===== src/etx_params.svh =====
`ifndef ETX_PARAMS_SVH
`define ETX_PARAMS_SVH

// Chip ID, matched against dst_addr[31:20]
`define ETX_ID 12'h810

// Page in dst_addr[19:16] that selects the configuration space
`define ETX_CFG_PAGE 4'hF

// Register offsets, compared with dst_addr[7:2]
`define ETX_REG_CONFIG 6'h00  // Enable, remap enable, override, ctrlmode
`define ETX_REG_REMAP 6'h01   // Remap select and pattern

// Burst detection
`define ETX_DATAMODE_WORD 2'b10  // Only word writes can burst
`define ETX_BURST_STRIDE 32'd4   // Address step between burst beats

`endif


===== src/etx_pkg.sv =====
`default_nettype none

`include "etx_params.svh"

package etx_pkg;

   // Mesh packet, first field is the MSB
   typedef struct packed {
      logic        write;     // 1 for write, 0 for read
      logic [1:0]  datamode;  // Transfer size
      logic [3:0]  ctrlmode;  // Routing and control hints
      logic [31:0] dst_addr;
      logic [31:0] data;
      logic [31:0] src_addr;  // Return address for reads
   } emesh_packet_t;

   // Configuration register contents
   typedef struct packed {
      logic        tx_enable;          // Link transmit enable
      logic        remap_enable;       // Destination remap on
      logic        ctrlmode_override;  // Force ctrlmode on new requests
      logic [3:0]  ctrlmode;           // Forced value
      logic [11:0] remap_sel;          // Bits of dst_addr[31:20] to replace
      logic [11:0] remap_pattern;      // Replacement bits
   } etx_cfg_t;

   // Transmit sources
   typedef enum logic [1:0] {
      SRC_WR,  // Write request
      SRC_RD,  // Read request
      SRC_RR   // Read response
   } etx_src_e;

   // Write into this chip's configuration page
   function automatic logic is_cfg_write(emesh_packet_t pkt);
      return pkt.write && (pkt.dst_addr[31:20] == `ETX_ID) &&
             (pkt.dst_addr[19:16] == `ETX_CFG_PAGE);
   endfunction

endpackage

`default_nettype wire


===== src/etx_arbiter.sv =====
`timescale 1ns/1ns
`default_nettype none

module etx_arbiter
   import etx_pkg::*;
(
   input  logic          clk,
   input  logic          rst_n,
   input  logic          txwr_access,
   input  emesh_packet_t txwr_packet,
   output logic          txwr_wait,
   input  logic          txrd_access,
   input  emesh_packet_t txrd_packet,
   output logic          txrd_wait,
   input  logic          txrr_access,
   input  emesh_packet_t txrr_packet,
   output logic          txrr_wait,
   input  etx_cfg_t      cfg,
   input  logic          etx_rd_wait,
   input  logic          etx_wr_wait,
   output logic          arb_access,
   output emesh_packet_t arb_packet,
   output logic          arb_rr
);

   logic          gate_wr, gate_rd, gate_rr;  // Held off by the enable gate
   logic          elig_wr, elig_rd, elig_rr;  // Requests that may win
   logic          any_req;
   logic          arb_stall;                  // Output register cannot move
   etx_src_e      sel_src;
   emesh_packet_t sel_packet;

   // With the link disabled only configuration writes get in
   assign gate_wr = ~cfg.tx_enable & ~is_cfg_write(txwr_packet);
   assign gate_rd = ~cfg.tx_enable & ~is_cfg_write(txrd_packet);
   assign gate_rr = ~cfg.tx_enable & ~is_cfg_write(txrr_packet);

   assign elig_wr = txwr_access & ~gate_wr;
   assign elig_rd = txrd_access & ~gate_rd;
   assign elig_rr = txrr_access & ~gate_rr;
   assign any_req = elig_wr | elig_rd | elig_rr;

   // Held packet waits on its own class; config writes are consumed downstream
   assign arb_stall = arb_access & ~is_cfg_write(arb_packet) &
                      (arb_packet.write ? etx_wr_wait : etx_rd_wait);

   // Fixed priority with read response first and write last
   assign txrr_wait = arb_stall | gate_rr;
   assign txrd_wait = arb_stall | elig_rr | gate_rd;
   assign txwr_wait = arb_stall | elig_rr | elig_rd | gate_wr;

   always_comb begin
      if (elig_rr)
         sel_src = SRC_RR;
      else if (elig_rd)
         sel_src = SRC_RD;
      else
         sel_src = SRC_WR;  // Also the idle default
   end

   always_comb begin
      case (sel_src)
         SRC_RR:  sel_packet = txrr_packet;
         SRC_RD:  sel_packet = txrd_packet;
         default: sel_packet = txwr_packet;
      endcase
      if (cfg.ctrlmode_override && (sel_src != SRC_RR))
         sel_packet.ctrlmode = cfg.ctrlmode;  // Responses keep their ctrlmode
   end

   always_ff @(posedge clk) begin
      if (!rst_n) begin
         arb_access <= 1'b0;
         arb_rr     <= 1'b0;
      end else if (!arb_stall) begin
         arb_access <= any_req;                       // Bubble when idle
         arb_rr     <= any_req & (sel_src == SRC_RR);  // Bypass flag for remap
      end
   end

   always_ff @(posedge clk) begin
      if (!arb_stall && any_req)
         arb_packet <= sel_packet;
   end

   a_one_grant : assert property (@(posedge clk) disable iff (!rst_n)
      $onehot0({txwr_access & ~txwr_wait, txrd_access & ~txrd_wait,
                txrr_access & ~txrr_wait}));

endmodule

`default_nettype wire


===== src/etx_cfg.sv =====
`timescale 1ns/1ns
`default_nettype none

`include "etx_params.svh"

module etx_cfg
   import etx_pkg::*;
(
   input  logic          clk,
   input  logic          rst_n,
   input  logic          arb_access,
   input  logic          arb_rr,
   input  emesh_packet_t arb_packet,
   output logic          cfg_access,
   output emesh_packet_t cfg_packet,
   output logic          cfg_rr,
   output etx_cfg_t      cfg
);

   logic        cfg_hit;   // Register write addressed to this core
   logic [5:0]  reg_sel;   // Word offset inside the page
   logic [31:0] wr_data;

   assign cfg_hit = arb_access & is_cfg_write(arb_packet);
   assign reg_sel = arb_packet.dst_addr[7:2];
   assign wr_data = arb_packet.data;

   // Config writes stop here and all else flows on unchanged
   assign cfg_access = arb_access & ~cfg_hit;
   assign cfg_packet = arb_packet;
   assign cfg_rr     = arb_rr;

   always_ff @(posedge clk) begin
      if (!rst_n) begin
         cfg <= '0;  // Link disabled with no remap and no override
      end else if (cfg_hit) begin
         case (reg_sel)
            `ETX_REG_CONFIG: begin
               cfg.tx_enable         <= wr_data[0];
               cfg.remap_enable      <= wr_data[1];
               cfg.ctrlmode_override <= wr_data[2];
               cfg.ctrlmode          <= wr_data[6:3];
            end
            `ETX_REG_REMAP: begin
               cfg.remap_sel     <= wr_data[11:0];
               cfg.remap_pattern <= wr_data[27:16];
            end
            default: begin
               // Write to an unknown offset is dropped
            end
         endcase
      end
   end

endmodule

`default_nettype wire


===== src/etx_core.sv =====
`timescale 1ns/1ns
`default_nettype none

module etx_core
   import etx_pkg::*;
(
   input  logic          clk,
   input  logic          rst_n,
   input  logic          txwr_access,
   input  emesh_packet_t txwr_packet,
   output logic          txwr_wait,
   input  logic          txrd_access,
   input  emesh_packet_t txrd_packet,
   output logic          txrd_wait,
   input  logic          txrr_access,
   input  emesh_packet_t txrr_packet,
   output logic          txrr_wait,
   input  logic          tx_io_wait,
   input  logic          tx_rd_wait,
   input  logic          tx_wr_wait,
   output logic          tx_access,
   output logic          tx_burst,
   output emesh_packet_t tx_packet
);

   logic          arb_access;   // Arbiter stage
   emesh_packet_t arb_packet;
   logic          arb_rr;
   logic          cfg_access;   // After config decode
   emesh_packet_t cfg_packet;
   logic          cfg_rr;
   etx_cfg_t      cfg;
   logic          rmp_access;   // Remap stage
   emesh_packet_t rmp_packet;
   logic          etx_rd_wait;  // Back-pressure from the protocol stage
   logic          etx_wr_wait;

   etx_arbiter etx_arbiter_i (.clk, .rst_n,
      .txwr_access, .txwr_packet, .txwr_wait,
      .txrd_access, .txrd_packet, .txrd_wait,
      .txrr_access, .txrr_packet, .txrr_wait,
      .cfg, .etx_rd_wait, .etx_wr_wait,
      .arb_access, .arb_packet, .arb_rr);

   etx_cfg etx_cfg_i (.clk, .rst_n, .arb_access, .arb_rr, .arb_packet,
      .cfg_access, .cfg_packet, .cfg_rr, .cfg);

   etx_remap etx_remap_i (.clk, .rst_n, .cfg_access, .cfg_rr, .cfg_packet, .cfg,
      .etx_rd_wait, .etx_wr_wait, .rmp_access, .rmp_packet);

   etx_protocol etx_protocol_i (.clk, .rst_n, .rmp_access, .rmp_packet, .cfg,
      .tx_io_wait, .tx_rd_wait, .tx_wr_wait, .etx_rd_wait, .etx_wr_wait,
      .tx_access, .tx_burst, .tx_packet);

endmodule

`default_nettype wire


===== src/etx_protocol.sv =====
`timescale 1ns/1ns
`default_nettype none

`include "etx_params.svh"

module etx_protocol
   import etx_pkg::*;
(
   input  logic          clk,
   input  logic          rst_n,
   input  logic          rmp_access,
   input  emesh_packet_t rmp_packet,
   input  etx_cfg_t      cfg,
   input  logic          tx_io_wait,
   input  logic          tx_rd_wait,
   input  logic          tx_wr_wait,
   output logic          etx_rd_wait,
   output logic          etx_wr_wait,
   output logic          tx_access,
   output logic          tx_burst,
   output emesh_packet_t tx_packet
);

   logic out_stall;     // Output register held by the link
   logic base_wr_wait;  // Writes may not enter the output register
   logic base_rd_wait;  // Reads may not enter the output register
   logic rmp_stall;     // Remap stage cannot hand over
   logic rmp_move;      // Remap packet loads this cycle
   logic burst_hit;     // Continues the word write now on the link

   // A stuck output register blocks both classes behind it
   assign out_stall = tx_access &
                      (tx_io_wait | (tx_packet.write ? tx_wr_wait : tx_rd_wait));

   // Disabled link shuts the gate for everything
   assign base_wr_wait = tx_io_wait | tx_wr_wait | ~cfg.tx_enable | out_stall;
   assign base_rd_wait = tx_io_wait | tx_rd_wait | ~cfg.tx_enable | out_stall;

   assign rmp_stall = rmp_access & (rmp_packet.write ? base_wr_wait : base_rd_wait);
   assign rmp_move  = rmp_access & ~rmp_stall;

   // Remap stall folded in so the arbiter never overruns a full remap stage
   assign etx_wr_wait = base_wr_wait | rmp_stall;
   assign etx_rd_wait = base_rd_wait | rmp_stall;

   // Back-to-back word writes at consecutive addresses
   assign burst_hit = rmp_packet.write & (rmp_packet.datamode == `ETX_DATAMODE_WORD) &
                      tx_access & tx_packet.write &
                      (tx_packet.datamode == `ETX_DATAMODE_WORD) &
                      (rmp_packet.dst_addr == tx_packet.dst_addr + `ETX_BURST_STRIDE);

   always_ff @(posedge clk) begin
      if (!rst_n) begin
         tx_access <= 1'b0;
         tx_burst  <= 1'b0;
      end else if (!out_stall) begin
         tx_access <= rmp_move;              // Bubble ends a burst
         tx_burst  <= rmp_move & burst_hit;
      end
   end

   always_ff @(posedge clk) begin
      if (!out_stall && rmp_move)
         tx_packet <= rmp_packet;
   end

   a_tx_hold : assert property (@(posedge clk) disable iff (!rst_n)
      out_stall |=> (tx_access && $stable(tx_packet)));

endmodule

`default_nettype wire


===== src/etx_remap.sv =====
`timescale 1ns/1ns
`default_nettype none

module etx_remap
   import etx_pkg::*;
(
   input  logic          clk,
   input  logic          rst_n,
   input  logic          cfg_access,
   input  logic          cfg_rr,
   input  emesh_packet_t cfg_packet,
   input  etx_cfg_t      cfg,
   input  logic          etx_rd_wait,
   input  logic          etx_wr_wait,
   output logic          rmp_access,
   output emesh_packet_t rmp_packet
);

   emesh_packet_t rmp_next;  // Packet after address rewrite
   logic          in_move;   // Upstream packet leaves its stage
   logic          rmp_stall; // Held packet blocked

   always_comb begin
      rmp_next = cfg_packet;
      if (cfg.remap_enable && !cfg_rr)
         rmp_next.dst_addr[31:20] = (cfg_packet.dst_addr[31:20] & ~cfg.remap_sel) |
                                    (cfg.remap_pattern & cfg.remap_sel);
   end

   assign in_move   = cfg_access & ~(cfg_packet.write ? etx_wr_wait : etx_rd_wait);
   assign rmp_stall = rmp_access & (rmp_packet.write ? etx_wr_wait : etx_rd_wait);

   always_ff @(posedge clk) begin
      if (!rst_n)
         rmp_access <= 1'b0;
      else if (!rmp_stall)
         rmp_access <= in_move;
   end

   always_ff @(posedge clk) begin
      if (!rmp_stall && in_move)
         rmp_packet <= rmp_next;
   end

   a_rmp_hold : assert property (@(posedge clk) disable iff (!rst_n)
      rmp_stall |=> (rmp_access && $stable(rmp_packet)));

endmodule

`default_nettype wire


===== config.mk =====
export PLATFORM = sky130hd
export DESIGN_NAME = etx_core
export DESIGN_NICKNAME = d
export VERILOG_FILES = /design/src/etx_pkg.sv /design/src/etx_arbiter.sv /design/src/etx_cfg.sv /design/src/etx_core.sv /design/src/etx_protocol.sv /design/src/etx_remap.sv
export VERILOG_INCLUDE_DIRS = /design/src
export SDC_FILE = /design/constraint.sdc
export NUM_CORES = 1
export LEC_CHECK = 0
export BUFFER_PORTS_ARGS = -buffer_cell sky130_fd_sc_hd__buf_2
export CAP_MARGIN = 25
export CORE_UTILIZATION = 49
export CTS_BUF_LIST = sky130_fd_sc_hd__clkbuf_16
export CTS_CLUSTER_DIAMETER = 30
export CTS_CLUSTER_SIZE = 10
export DETAILED_ROUTE_END_ITERATION = 12
export GPL_TIMING_DRIVEN = 0
export HOLD_SLACK_MARGIN = 0.03
export PLACE_DENSITY = 0.76
export SLEW_MARGIN = 10
export SYNTH_ARGS = -nofsm -noshare
export SYNTH_HDL_FRONTEND = slang
export SYNTH_SLANG_ARGS = --single-unit

===== constraint.sdc =====
create_clock -name clk -period 9.3 [get_ports clk]
set_input_delay 0.93 -clock clk [delete_from_list [all_inputs] [get_ports clk]]
set_output_delay 0.93 -clock clk [all_outputs]
set_load 0.05 [all_outputs]

# ---- Yosys cells after proc, flatten, opt, wreduce, memory -nomap -nowiden
# Index checks and enable logic that the tools add are counted.
dict set report op_classes {
  add_sub_neg 1
  eq_ne 15
  muxes 9
  bitwise_logic 53
  n_reduce_logical 20
}
# op count
set ops {}
lappend ops {{$pmux W103 S2} 1}
lappend ops {{$eq A12 B12 Y1 const B} 4}
lappend ops {{$add A32 B3 Y32 const B} 1}
lappend ops {{$eq A32 B32 Y1} 1}
lappend ops {{$and A12 B12 Y12} 2}
lappend ops {{$and A1 B1 Y1} 22}
lappend ops {{$eq A4 B4 Y1 const B} 4}
lappend ops {{$or A1 B1 Y1} 16}
lappend ops {{$logic_and A1 B1 Y1} 13}
lappend ops {{$mux W12} 1}
lappend ops {{$not A12 Y12} 1}
lappend ops {{$or A12 B12 Y12} 1}
lappend ops {{$not A1 Y1} 11}
lappend ops {{$eq A2 B2 Y1 const B} 3}
lappend ops {{$eq A6 B1 Y1 const B} 1}
lappend ops {{$logic_not A6 Y1} 1}
lappend ops {{$mux W1} 5}
lappend ops {{$logic_not A1 Y1} 4}
lappend ops {{$mux W4} 1}
lappend ops {{$reduce_and A2 Y1} 2}
lappend ops {{$eq A2 B1 Y1 const B} 1}
lappend ops {{$mux W2} 1}
lappend ops {{$ne A2 B2 Y1 const B} 1}
dict set report totals {
  regBits 345
  word_cells 127
}

# ---- Logic depth before layout (Yosys ltp)
# Gate-level depths: netlist (run 1).
dict set report logic_depth {
  ltp_word 12
  mapped_depth 10
}

# ---- Hierarchy
# Synthesis (run 1) repeated with hierarchy kept, for this count alone.
dict set report hier_totals {
  hier_cells 1186
  hier_area_um2 15657.5
}
# module instances cells_per_inst area_per_inst_um2 seq_area_each_um2
set modules_own_cells {}
lappend modules_own_cells {etx_arbiter 1 497 5654.2 3133.0}
lappend modules_own_cells {etx_protocol 1 309 4471.8 3133.0}
lappend modules_own_cells {etx_remap 1 137 3447.1 3113.0}
lappend modules_own_cells {etx_cfg 1 243 2084.5 620.6}

# ---- Worst setup path after synthesis (run 1)
# OpenSTA, ideal clock, no wires.
dict set report synth_timing {
  path_type {input port to flip-flop}
  start {in txrd_packet[86] (netlist bit)}
  end {reg etx_arbiter_i.arb_packet[0] (netlist name)}
  setup_time_ns 0.626
  t_arrival_ns 7.682
  required_time_ns 8.674
  slack_ns 0.992
  stages 6
  path_buffers 1
  path_cell_list {or4_1 -> nor3_1 -> a31o_2 -> nand2_4 -> buf_2 -> a31oi_1}
}
dict set report synth_between {
  elab_chain_len 10
}
# element line_no
set synth_lines {}
lappend synth_lines {{start: declaration} etx_core.sv:13} ;# input emesh_packet_t txrd_packet,
lappend synth_lines {{$eq A12 B12 Y1 (no source line)} --}
lappend synth_lines {{$logic_and A1 B1 Y1 (2 in series)} etx_pkg.sv:36} ;# return pkt.write && (pkt.dst_addr[31:20] == `ETX_ID) &&
lappend synth_lines {{$not A1 Y1} etx_arbiter.sv:35} ;# assign gate_rd = ~cfg.tx_enable & ~is_cfg_write(txrd_packet);
lappend synth_lines {{$and A1 B1 Y1} etx_arbiter.sv:35}
lappend synth_lines {{$not A1 Y1} etx_arbiter.sv:39} ;# assign elig_rd = txrd_access & ~gate_rd;
lappend synth_lines {{$and A1 B1 Y1} etx_arbiter.sv:39}
lappend synth_lines {{$or A1 B1 Y1 (2 in series)} etx_arbiter.sv:41} ;# assign any_req = elig_wr | elig_rd | elig_rr;
lappend synth_lines {{$logic_and A1 B1 Y1} etx_arbiter.sv:82} ;# if (!arb_stall && any_req)
# Every way passes these cells.
# A chain may end at the register's enable or synchronous reset.

# ---- Final worst setup path (run 1)
dict set report layout_timing {
  start {in txrd_packet[87] (netlist bit)}
  end {out txwr_wait}
}
dict set report layout_between {
  elab_chain_len 9
}
# element line_no
set layout_lines {}
lappend layout_lines {{$eq A12 B12 Y1 (no source line)} --}
lappend layout_lines {{$logic_and A1 B1 Y1 (2 in series)} etx_pkg.sv:36}
lappend layout_lines {{$not A1 Y1} etx_arbiter.sv:35}
lappend layout_lines {{$and A1 B1 Y1} etx_arbiter.sv:35}
lappend layout_lines {{$not A1 Y1} etx_arbiter.sv:39}
lappend layout_lines {{$and A1 B1 Y1} etx_arbiter.sv:39}
lappend layout_lines {{$or A1 B1 Y1 (2 in series)} etx_arbiter.sv:50} ;# assign txwr_wait = arb_stall | elig_rr | elig_rd | gate_wr;
lappend layout_lines {{end: declaration} etx_core.sv:11} ;# output logic txwr_wait,
# Every way passes these cells.

==> run metrics, run 1 <==
sequential area share after synthesis=68.8%; mean post-synth cell area=13.9 um2; num ports=425; largest net degree at the start of global routing=48; Post-synth EDFFs=309; Initial Util=50.2%; most frequent cells in the layout=buf_2 (441), edfxtp_1 (309), mux2i_1 (120), nor2_1 (112), a21oi_1 (105); Row Count=62; # DRC=0; leakage power=8.23 nW; final WL=45,900 um; First DRT Iteration DRCs=902; post-DR wirelength/cell=22.9 um; core area=28,900 um2; Synth Instances=1,048; post-synth top area cell=edfxtp_1; min Tclk post-route=4.07 ns; buffer depth of the longest clock path=3; Synthesized Nets=1,366; Worst Hold Depth=0; global-route wire length before repair=67,200 um; Clock Skew=0.0303 ns; Final nets=1,872; maximum vdd drop=0.160 mV; Reg clk slew, reported paths=0.05 ns; synth unique cells=58; dpl ws=4.88 ns; RSZ-0062 raised after global routing=no; mapped cell area=14,500 um2; postcts setup bufs=0; Final WS setup=5.23 ns; Fin. Hold Viols=0; Synth async-reset ratio=0%; Crit Path Max Fanout=10; hold crit path type=reg -> reg; routed vias/inst=5.45; synthesized flop and latch total=345; remaining antenna violation count=0; Yosys Warn Count=0; die span in y=174 um; H-tree Lvls=3; CTS Hold Buffers Added=0; CTS tree=built; Die ar.=30,300 um2; Yosys top cell area share=63.9%; Area growth, synth to finish=36.0%; number of cells on the worst reg-to-reg path=8; max_cap viols=0; Critical Path RT=8.37 ns; GRT Util Overall=30.3%; grt ovf=0; CP Capture Type=primary output; Pwr Density=213 nW/um2; kind of critical path=in -> out; Worst EP arrival=3.14 ns; Placer Congestion=0.956; drt first pass iters=5; final hold slack=0.406 ns; number of global-route vias before repair=11,100; fmax=245 MHz; commonest non-fill, non-tap cell in the layout=buf_2; Max transition margin=32.4%; clock sinks=345; Setup violations, final=0; PortBufs=423; Startpoint Class=input port; Slew Limit Fails=0; dpl hpwl=33,900 um; Layout fillers=2,148; top_reg_cell synth=edfxtp_1; CTS root buf=clkbuf_16; Die W=174 um; status=completed; initial antenna violation count=11; Worst-Skew Late Latency=0.57 ns; Synth area leaders=edfxtp_1 (64%), mux2i_1 (8.3%), dfxtp_1 (5.0%), a21oi_1 (3.6%), nor2_1 (2.9%); PostCTS Resize Cnt=0; TritonCTS Buffers=70; share of cells above drive strength 1=38.3%; Worst-Margin Slew=1.01 ns; Reg2Reg Setup Slack=6.16 ns; via count=10,900; period utilization=43.8%
registers in the layout (all words and copies together), names as in the netlist:
name	cells
etx_arbiter_i.arb_packet	103
etx_protocol_i.tx_packet	103
etx_remap_i.rmp_packet	103
etx_cfg_i.cfg	31
etx_arbiter_i.arb_access	1
etx_arbiter_i.arb_rr	1
etx_protocol_i.tx_access	1
etx_protocol_i.tx_burst	1
etx_remap_i.rmp_access	1
synthesized netlist by cell type, drive strengths merged, types with 9 or more instances:
master and n:
nand3 14, a21oi 105, clkbuf 20, dfxtp 36, nand4 14, nor2 113, o21ai 12, mux2 18
and3 10, xor2 17, nand2 85, mux2i 120, nor2b 15, edfxtp 309, nor3 9, buf 33
nor4 11, xnor2 22, a21boi 25
cell type report:
| cell class | count | area (um2) | share of cell area (%) |
|---|---|---|---|
| clock inverter | 57 | 552 | 2.79 |
| tap | 384 | 480 | 2.43 |
| timing repair buffer | 434 | 2390 | 12.1 |
| clock buffer | 70 | 1750 | 8.87 |
| multi-input combinational | 647 | 4230 | 21.4 |
| antenna | 12 | 30.0 | 0.152 |
| inverter | 3 | 11.3 | 0.0570 |
| sequential | 345 | 10000 | 50.6 |
| buffer | 53 | 312 | 1.58 |
where the power goes:
| group | leakage [nW] | total [mW] | internal [mW] | switching [mW] |
|---|---|---|---|---|
| clock | 1.13 | 2.41 | 1.56 | 0.851 |
| sequential | 3.07 | 1.67 | 1.67 | 0.00000324 |
| combinational | 4.03 | 0.119 | 0.0679 | 0.0513 |
| total | 8.23 | 4.21 | 3.30 | 0.902 |
logic make-up after synthesis:
logic type / count (synthesis) / share of synthesized area [%]
mux: 138 / 9.66
buf+inv: 56 / 2.22
xor+xnor: 39 / 2.35
simple gates: 303 / 10.1
fa+ha+maj: 1 / 0.0861
flops: 345 / 68.8
compound gates: 166 / 6.69
through the flow:
step	power [mW]	utilization, %	std cells	instance area [um2]	TNS (ns)
after floorplan	1.74	-	1048	14500	0
after global placement	1.82	59.2	1855	17100	-280.36
after detailed placement	1.82	60.2	1866	17400	0
after CTS	4.23	68.2	1993	19700	0
after global routing	4.31	68.2	2001	19700	0
final	4.21	68.3	2005	19800	0
routing by layer:
| metal | wire length, um | track usage, % |
|---|---|---|
| met5 | 13 | 0 |
| met4 | 1890 | 14.2 |
| met3 | 4110 | 8.44 |
| met2 | 22400 | 49.3 |
| met1 | 17500 | 37.5 |
worst paths after layout:
check | to | start
setup / recovery | txwr_wait | txrd_packet[87]
hold / removal | etx_protocol_i.tx_packet[44]$_DFFE_PP_ | etx_remap_i.rmp_packet[44]$_DFFE_PP_
setup reg to reg | etx_arbiter_i.arb_packet[53]$_DFFE_PP_ | etx_cfg_i.cfg[30]$_SDFFE_PN0P_
hold reg to reg | etx_protocol_i.tx_packet[44]$_DFFE_PP_ | etx_remap_i.rmp_packet[44]$_DFFE_PP_
critical path, stage by stage:
cell and delay, ns:
buf_2 0.12, or4_1 0.51, nor3_1 0.39, a31o_2 0.32
nand2_4 0.13, buf_2 0.30, nand3_1 0.12, buf_2 0.31
Power figures use the tool's default switching activity.
==> inputs of run 2 (changes only) <==
- CORE_UTILIZATION: 49 -> 47
- clock period: 9.3 -> 3.5 ns (I/O delays scaled with it)
==> run 2 against run 1 <==
Against the previous run:
- worst hold slack got worse by 0.33 ns
- power increased to 2.8 times the previous value
- clock power increased to 2.8 times the previous value
- clock skew decreased by 0.0021 ns
- cell area increased by 0.82%
- global-route usage decreased by 1.5 points
- utilization decreased by 3.0 points
- non-clock buffer count unchanged
- sequential power increased to 2.7 times the previous value
- largest cell class unchanged
==> run metrics, run 2 (synthesis results as in run 1) <==
Startpoint Class=register (was input port); Fin. Hold Viols=0 (unchanged); H-tree Lvls=3 (unchanged); RR Startpoint=etx_protocol_i.tx_packet[102]$_DFFE_PP_ (was etx_cfg_i.cfg[30]$_SDFFE_PN0P_); drt first pass iters=5 (unchanged); # DRC=0 (unchanged); Area growth, synth to finish=37.1% (was 36.0%); Initial Util=47.6% (was 50.2%); PortBufs=423 (unchanged); Finished Layout Cells=2,014 (was 2,005); num ports=425 (unchanged); share of cells above drive strength 1=38.4% (was 38.3%); kind of critical path=reg -> out (was in -> out); period utilization=88.6%; PostCTS Resize Cnt=0 (unchanged); via count=10,800 (was 10,900); Worst Hold Depth=2 (was 0); final WL=45,000 um (was 45,900 um); Die ar.=31,600 um2 (was 30,300 um2); max_cap viols=0 (unchanged); Placer Congestion=0.923 (was 0.956); dpl cells=1,876 (was 1,866); RSZ-0062 raised after global routing=no (unchanged); Final Cell Area=19,900 um2 (was 19,800 um2); Worst EP arrival=2.75 ns (was 3.14 ns); clock sinks=345 (unchanged); leakage power=8.30 nW (was 8.23 nW); Final nets=1,873 (was 1,872); CTS tree=built (unchanged); fmax=323 MHz; initial antenna violation count=9 (was 11); global-route wire length before repair=65,200 um (was 67,200 um); Reg clk slew, reported paths=0.05 ns (about the same); commonest non-fill, non-tap cell in the layout=buf_2 (unchanged); Crit Path Max Fanout=5 (was 10); most frequent cells in the layout=buf_2 (441), edfxtp_1 (309), mux2i_1 (120), nor2_1 (112), a21oi_1 (104) (was buf_2 (441), edfxtp_1 (309), mux2i_1 (120), nor2_1 (112), a21oi_1 (105)); area occupied by multi-input gates=4240 um2 (was 4230 um2); grt ovf=0 (unchanged); CTS root buf=clkbuf_16 (unchanged); core area=30,500 um2 (was 28,900 um2); P_int=9.09 mW (was 3.30 mW); end of the worst register-to-register path=etx_protocol_i.tx_burst$_SDFFE_PN0N_ (was etx_arbiter_i.arb_packet[53]$_DFFE_PP_); Slew Limit Fails=0 (unchanged); area post-placement=17,400 um2 (about the same); Pwr Density=581 nW/um2 (was 213 nW/um2); CTS Hold Buffers Added=0 (unchanged); min Tclk post-route=3.10 ns; CP Capture Type=primary output (unchanged); clock group share of total power=58.8% (was 57.4%); Max transition margin=33.9% (was 32.4%); setup TNS=0 ns (unchanged); power share of the combinational group=2.8% (about the same); Die W=178 um (was 174 um); number of global-route vias before repair=10,700 (was 11,100); GRT Util Overall=28.8% (was 30.3%); buffer depth of the longest clock path=3 (unchanged); Sw Pwr=2.49 mW (was 0.902 mW); postcts setup bufs=2 (was 0); Row Count=64 (was 62); Clock Skew=0.0282 ns (was 0.0303 ns); Critical Path RT=3.15 ns (was 8.37 ns); First DRT Iteration DRCs=718 (was 902); Worst-Margin Slew=0.991 ns (was 1.01 ns); Reg2Reg Setup Slack=0.57 ns (was 6.16 ns); routed vias/inst=5.35 (was 5.45); Sw Ratio=21.5% (was 21.4%); post-DR wirelength/cell=22.4 um (was 22.9 um); register area=10000 um2 (unchanged); core occupancy in the finished layout=65.3% (was 68.3%); Endpoint, Worst Hold=etx_arbiter_i.arb_packet[99]$_DFFE_PP_ (was etx_protocol_i.tx_packet[44]$_DFFE_PP_); number of cells on the worst reg-to-reg path=8 (unchanged); TritonCTS Buffers=71 (was 70); Reg power frac=38.4% (was 39.8%); remaining antenna violation count=0 (unchanged); largest net degree at the start of global routing=56 (was 48); Worst-Skew Late Latency=0.58 ns (was 0.57 ns); die span in y=178 um (was 174 um); status=completed (unchanged); min-delay src=txrr_packet[99] (was etx_remap_i.rmp_packet[44]$_DFFE_PP_); hold crit path type=in -> reg (was reg -> reg); largest registers=etx_arbiter_i.arb_packet (103), etx_protocol_i.tx_packet (103), etx_remap_i.rmp_packet (103) (unchanged); Setup violations, final=0 (unchanged); Layout fillers=2,311 (was 2,148); dpl hpwl=33,800 um (was 33,900 um); maximum vdd drop=0.438 mV (was 0.160 mV)
==> run 2: changes by cell type in the layout (fill, tap and decap cells not counted), moves of 2 or more <==
| cell | before | now |
|---|---|---|
| bufinv_16 | 6 | 9 |
| clkinv_8 | 1 | 4 |
| clkinv_4 | 11 | 5 |
| buf_16 | 7 | 5 |
| clkinv_1 | 3 | 7 |
| diode_2 | 12 | 4 |
| clkinv_16 | 0 | 2 |
| clkinv_2 | 10 | 6 |
==> run 2: through the flow <==
stage | setup slack (ns) | hold WS [ns] | power (mW)
2_1_floorplan | -0.347 | 0.400 | 4.61
3_3_place_gp | -2.28 | 0.400 | 4.83
3_5_place_dp | -0.617 | 0.405 | 4.84
4_1_cts | 0.374 | 0.0608 | 11.6
5_1_grt | 0.300 | 0.0676 | 11.9
6_report | 0.400 | 0.0794 | 11.6
==> run 2: worst max-delay path by stage <==
stage | start | end | slack (ns) | cells past startpoint
floorplan | etx_protocol_i.tx_packet[102]$_DFFE_PP_ | etx_arbiter_i.arb_packet[0]$_DFFE_PP_ | -0.35 | 6
global placement | txrr_packet[85] | etx_arbiter_i.arb_packet[23]$_DFFE_PP_ | -2.28 | 10
detailed placement | txrr_packet[85] | etx_arbiter_i.arb_packet[7]$_DFFE_PP_ | -0.62 | 12
CTS | etx_protocol_i.tx_packet[102]$_DFFE_PP_ | txrd_wait | 0.37 | 8
global route | etx_protocol_i.tx_packet[102]$_DFFE_PP_ | txrd_wait | 0.30 | 8
finish | etx_protocol_i.tx_packet[102]$_DFFE_PP_ | txrd_wait | 0.40 | 8
==> run 2: routing by layer <==
metal,global-route usage (%),part of all wire [%],wire length (um),vias to the layer above
li1,-,-,-,4964
met1,35.2,40,17800,5225
met2,49.2,51,22800,469
met3,6.41,6.3,2840,102
met4,11.8,3.3,1470,10
met5,0,0.11,50,-
==> run 2: final cells by class <==
type                    instances  share of cell area, %
plain buffers                  53                   1.61
inverters                       3                 0.0565
clock buffers                  71                   8.92
clock inverters                61                   3.54
well taps                     396                   2.49
flip-flops and latches        345                   50.2
repair buffers                434                   11.9
multi-input cells             647                   21.3
diodes                          4                 0.0502
==> run 2: power groups by stage <==
stage,Sequential [mW],Clock (mW),Combinational [mW]
3_5_place_dp,4.53,0,0.315
6_report,4.45,6.81,0.319
3_3_place_gp,4.53,0,0.308
5_1_grt,4.44,7.07,0.346
4_1_cts,4.45,6.87,0.317
2_1_floorplan,4.53,0,0.0856
==> run 2: critical path: stages, from the launching register on <==
cell	delay, ns
edfxtp_1	0.42
mux2_4	0.33
a21oi_2	0.17
o211ai_1	0.27
and3_1	0.28
clkbuf_8	0.16
nor2_1	0.14
nand2_1	0.16
buf_2	0.25
==> inputs of run 3 (changes only) <==
--- a/config.mk
+++ b/config.mk
@@ -9,6 +9,6 @@
 export BUFFER_PORTS_ARGS = -buffer_cell sky130_fd_sc_hd__buf_2
 export CAP_MARGIN = 25
-export CORE_UTILIZATION = 47
-export CTS_BUF_LIST = sky130_fd_sc_hd__clkbuf_16
+export CORE_UTILIZATION = 49
+export CTS_BUF_LIST = sky130_fd_sc_hd__clkbuf_8
 export CTS_CLUSTER_DIAMETER = 30
 export CTS_CLUSTER_SIZE = 10
@@ -16,5 +16,5 @@
 export GPL_TIMING_DRIVEN = 0
 export HOLD_SLACK_MARGIN = 0.03
-export PLACE_DENSITY = 0.76
+export PLACE_DENSITY = 0.79
 export SLEW_MARGIN = 10
 export SYNTH_ARGS = -nofsm -noshare
==> constraint.sdc (replaced) <==
create_clock -name clk -period 3.5 [get_ports clk]
set_input_delay 0.525 -clock clk [delete_from_list [all_inputs] [get_ports clk]]
set_output_delay 0.525 -clock clk [all_outputs]
set_load 0.05 [all_outputs]
==> run 3 against run 2 <==
Against the previous run:
- first-iteration DRC count is 26% higher
- combinational power increased by 1%
- final cell count is 0.94% lower
- clock power is 38% lower
- largest power group is now registers
- clock skew about the same
- non-clock buffer count is 2 lower
- setup slack lost 0.21 ns
- largest cell class unchanged
- critical path type unchanged
==> run metrics, run 3 (synthesis results as in run 1) <==
Worst EP arrival=2.79 ns (was 2.75 ns); period utilization=94.7% (was 88.6%); commonest non-fill, non-tap cell in the layout=buf_2 (unchanged); largest registers=etx_arbiter_i.arb_packet (103), etx_protocol_i.tx_packet (103), etx_remap_i.rmp_packet (103) (unchanged); maximum vdd drop=0.494 mV (was 0.438 mV); GRT Util Overall=29.9% (was 28.8%); Startpoint Class=register (unchanged); global-route wire length before repair=66,300 um (was 65,200 um); core area=28,900 um2 (was 30,500 um2); clock sinks=345 (unchanged); CP Capture Type=primary output (unchanged); dpl hpwl=34,100 um (was 33,800 um); Pwr Density=475 nW/um2 (was 581 nW/um2); WL met3=3710 um (was 2840 um); First DRT Iteration DRCs=904 (was 718); Final WS setup=0.185 ns (was 0.400 ns); RSZ-0062 raised after global routing=no (unchanged); final WL=45,300 um (was 45,000 um); min Tclk post-route=3.31 ns (was 3.10 ns); routed wire length on met2=22,300 um (was 22,800 um); routed vias/inst=5.48 (was 5.35); fmax=302 MHz (was 323 MHz); hold crit path type=in -> reg (unchanged); TritonCTS Buffers=66 (was 71); CP Buf/Inv Count=2 (unchanged); via count=10,900 (was 10,800); Clock Skew=0.0286 ns (was 0.0282 ns); Placer Congestion=0.890 (was 0.923); CTS Hold Buffers Added=0 (unchanged); initial antenna violation count=17 (was 9); Max transition margin=45.6% (was 33.9%); Slew Limit Fails=0 (unchanged); uppermost layer routed=met5 (unchanged); # DRC=0 (unchanged); CTS root buf=clkbuf_8 (was clkbuf_16); Area growth, synth to finish=29.7% (was 37.1%); Critical Path RT=2.97 ns (was 3.15 ns); PostCTS Resize Cnt=0 (unchanged); Reg clk slew, reported paths=0.06 ns (was 0.05 ns); Row Count=62 (was 64); num ports=425 (unchanged); remaining antenna violation count=0 (unchanged); Worst path slowest cell=edfxtp_1 (unchanged); dpl ws=0.00382 ns (was -0.617 ns); Final Cell Area=18,800 um2 (was 19,900 um2); CP delay by family, top=simple AND/OR/NAND/NOR gates (unchanged); final hold slack=0.248 ns (was 0.0794 ns); Worst-Skew Late Latency=0.58 ns (about the same); Crit Path Max Fanout=5 (unchanged); post-DR wirelength/cell=22.7 um (was 22.4 um); wl on met1=17,500 um (was 17,800 um); CTS tree=built (unchanged); crit-path cells=mux2_4 > a21oi_2 > o211ai_1 > and3_1 > clkbuf_1 > or2_2 > buf_2 (was mux2_4 > a21oi_2 > o211ai_1 > and3_1 > clkbuf_8 > nor2_1 > nand2_1 > buf_2); kind of critical path=reg -> out (unchanged); share of cells above drive strength 1=37.8% (was 38.4%); PortBufs=423 (unchanged); Worst-Margin Slew=0.815 ns (was 0.991 ns); core occupancy in the finished layout=65.1% (was 65.3%); status=completed (unchanged); Initial Util=50.2% (was 47.6%); largest net degree at the start of global routing=59 (was 56); max_cap viols=0 (unchanged); Setup violations, final=0 (unchanged); drt first pass iters=5 (unchanged); number of global-route vias before repair=11,100 (was 10,700); slowest stage delay, CP=0.42 ns (about the same); Die ar.=30,300 um2 (was 31,600 um2); H-tree Lvls=3 (unchanged); Die W=174 um (was 178 um); grt ovf=0 (unchanged); buffer depth of the longest clock path=3 (unchanged); area post-placement=17,400 um2 (about the same); leakage power=7.81 nW (was 8.30 nW); Fin. Hold Viols=0 (unchanged); postcts setup bufs=0 (was 2); die span in y=174 um (was 178 um); Final nets=1,866 (was 1,873); most frequent cells in the layout=buf_2 (439), edfxtp_1 (309), mux2i_1 (120), nor2_1 (112), a21oi_1 (104) (was buf_2 (441), edfxtp_1 (309), mux2i_1 (120), nor2_1 (112), a21oi_1 (104))
-- run 3: changes by cell type in the layout (fill, tap and decap cells not counted), sizes merged --
cell	previous run	this run
clkinv	24	15
bufinv	9	7
diode	4	13
clkbuf	91	87
clkinvlp	10	11
buf	467	465
-- run 3: cell type report --
cell class              instances  area, um2
plain buffers                  53        330
multi-input cells             647       4250
fillers                      2228      10100
clock inverters                51        485
well taps                     384        480
flip-flops and latches        345      10000
diodes                         13       32.5
clock buffers                  67        922
repair buffers                432       2330
inverters                       3       11.3
-- run 3: final timing paths --
kind | from | to | slack, ns | cells past startpoint
max | etx_protocol_i.tx_packet[102]$_DFFE_PP_ | txrr_wait | 0.19 | 7
min | txrr_packet[99] | etx_arbiter_i.arb_packet[99]$_DFFE_PP_ | 0.25 | 2
max reg2reg | etx_protocol_i.tx_packet[102]$_DFFE_PP_ | etx_protocol_i.tx_burst$_SDFFE_PN0N_ | 0.53 | 8
min reg2reg | etx_remap_i.rmp_packet[47]$_DFFE_PP_ | etx_protocol_i.tx_packet[47]$_DFFE_PP_ | 0.41 | 0
-- run 3: routing by layer --
layer	vias to the layer above	track usage, %
li1	4953	-
met1	5337	36.8
met2	527	49.1
met3	115	7.55
met4	10	14.8
met5	-	0
-- run 3: through the flow --
step,power (mW),std cells,TNS [ns]
floorplan,4.61,1048,-43.37
global placement,4.84,1855,-296.68
detailed placement,4.84,1864,0
CTS,9.01,1982,0
global route,9.23,1992,0
finish,8.95,1995,0
-- run 3: worst reg2reg max path, cell delays in order, from the launching register on --
cell      delay, ns
edfxtp_1       0.42
mux2_4         0.33
a21oi_2        0.25
and3_4         0.71
buf_16         0.37
nand3_1        0.15
nor4_2         0.28
nand4_1        0.18
o31ai_2        0.19
-- run 3: power by group --
part	internal [mW]	switching, mW
combinational	0.181	0.142
sequential	4.44	0.00000828
clock	2.37	1.82
total	6.99	1.96
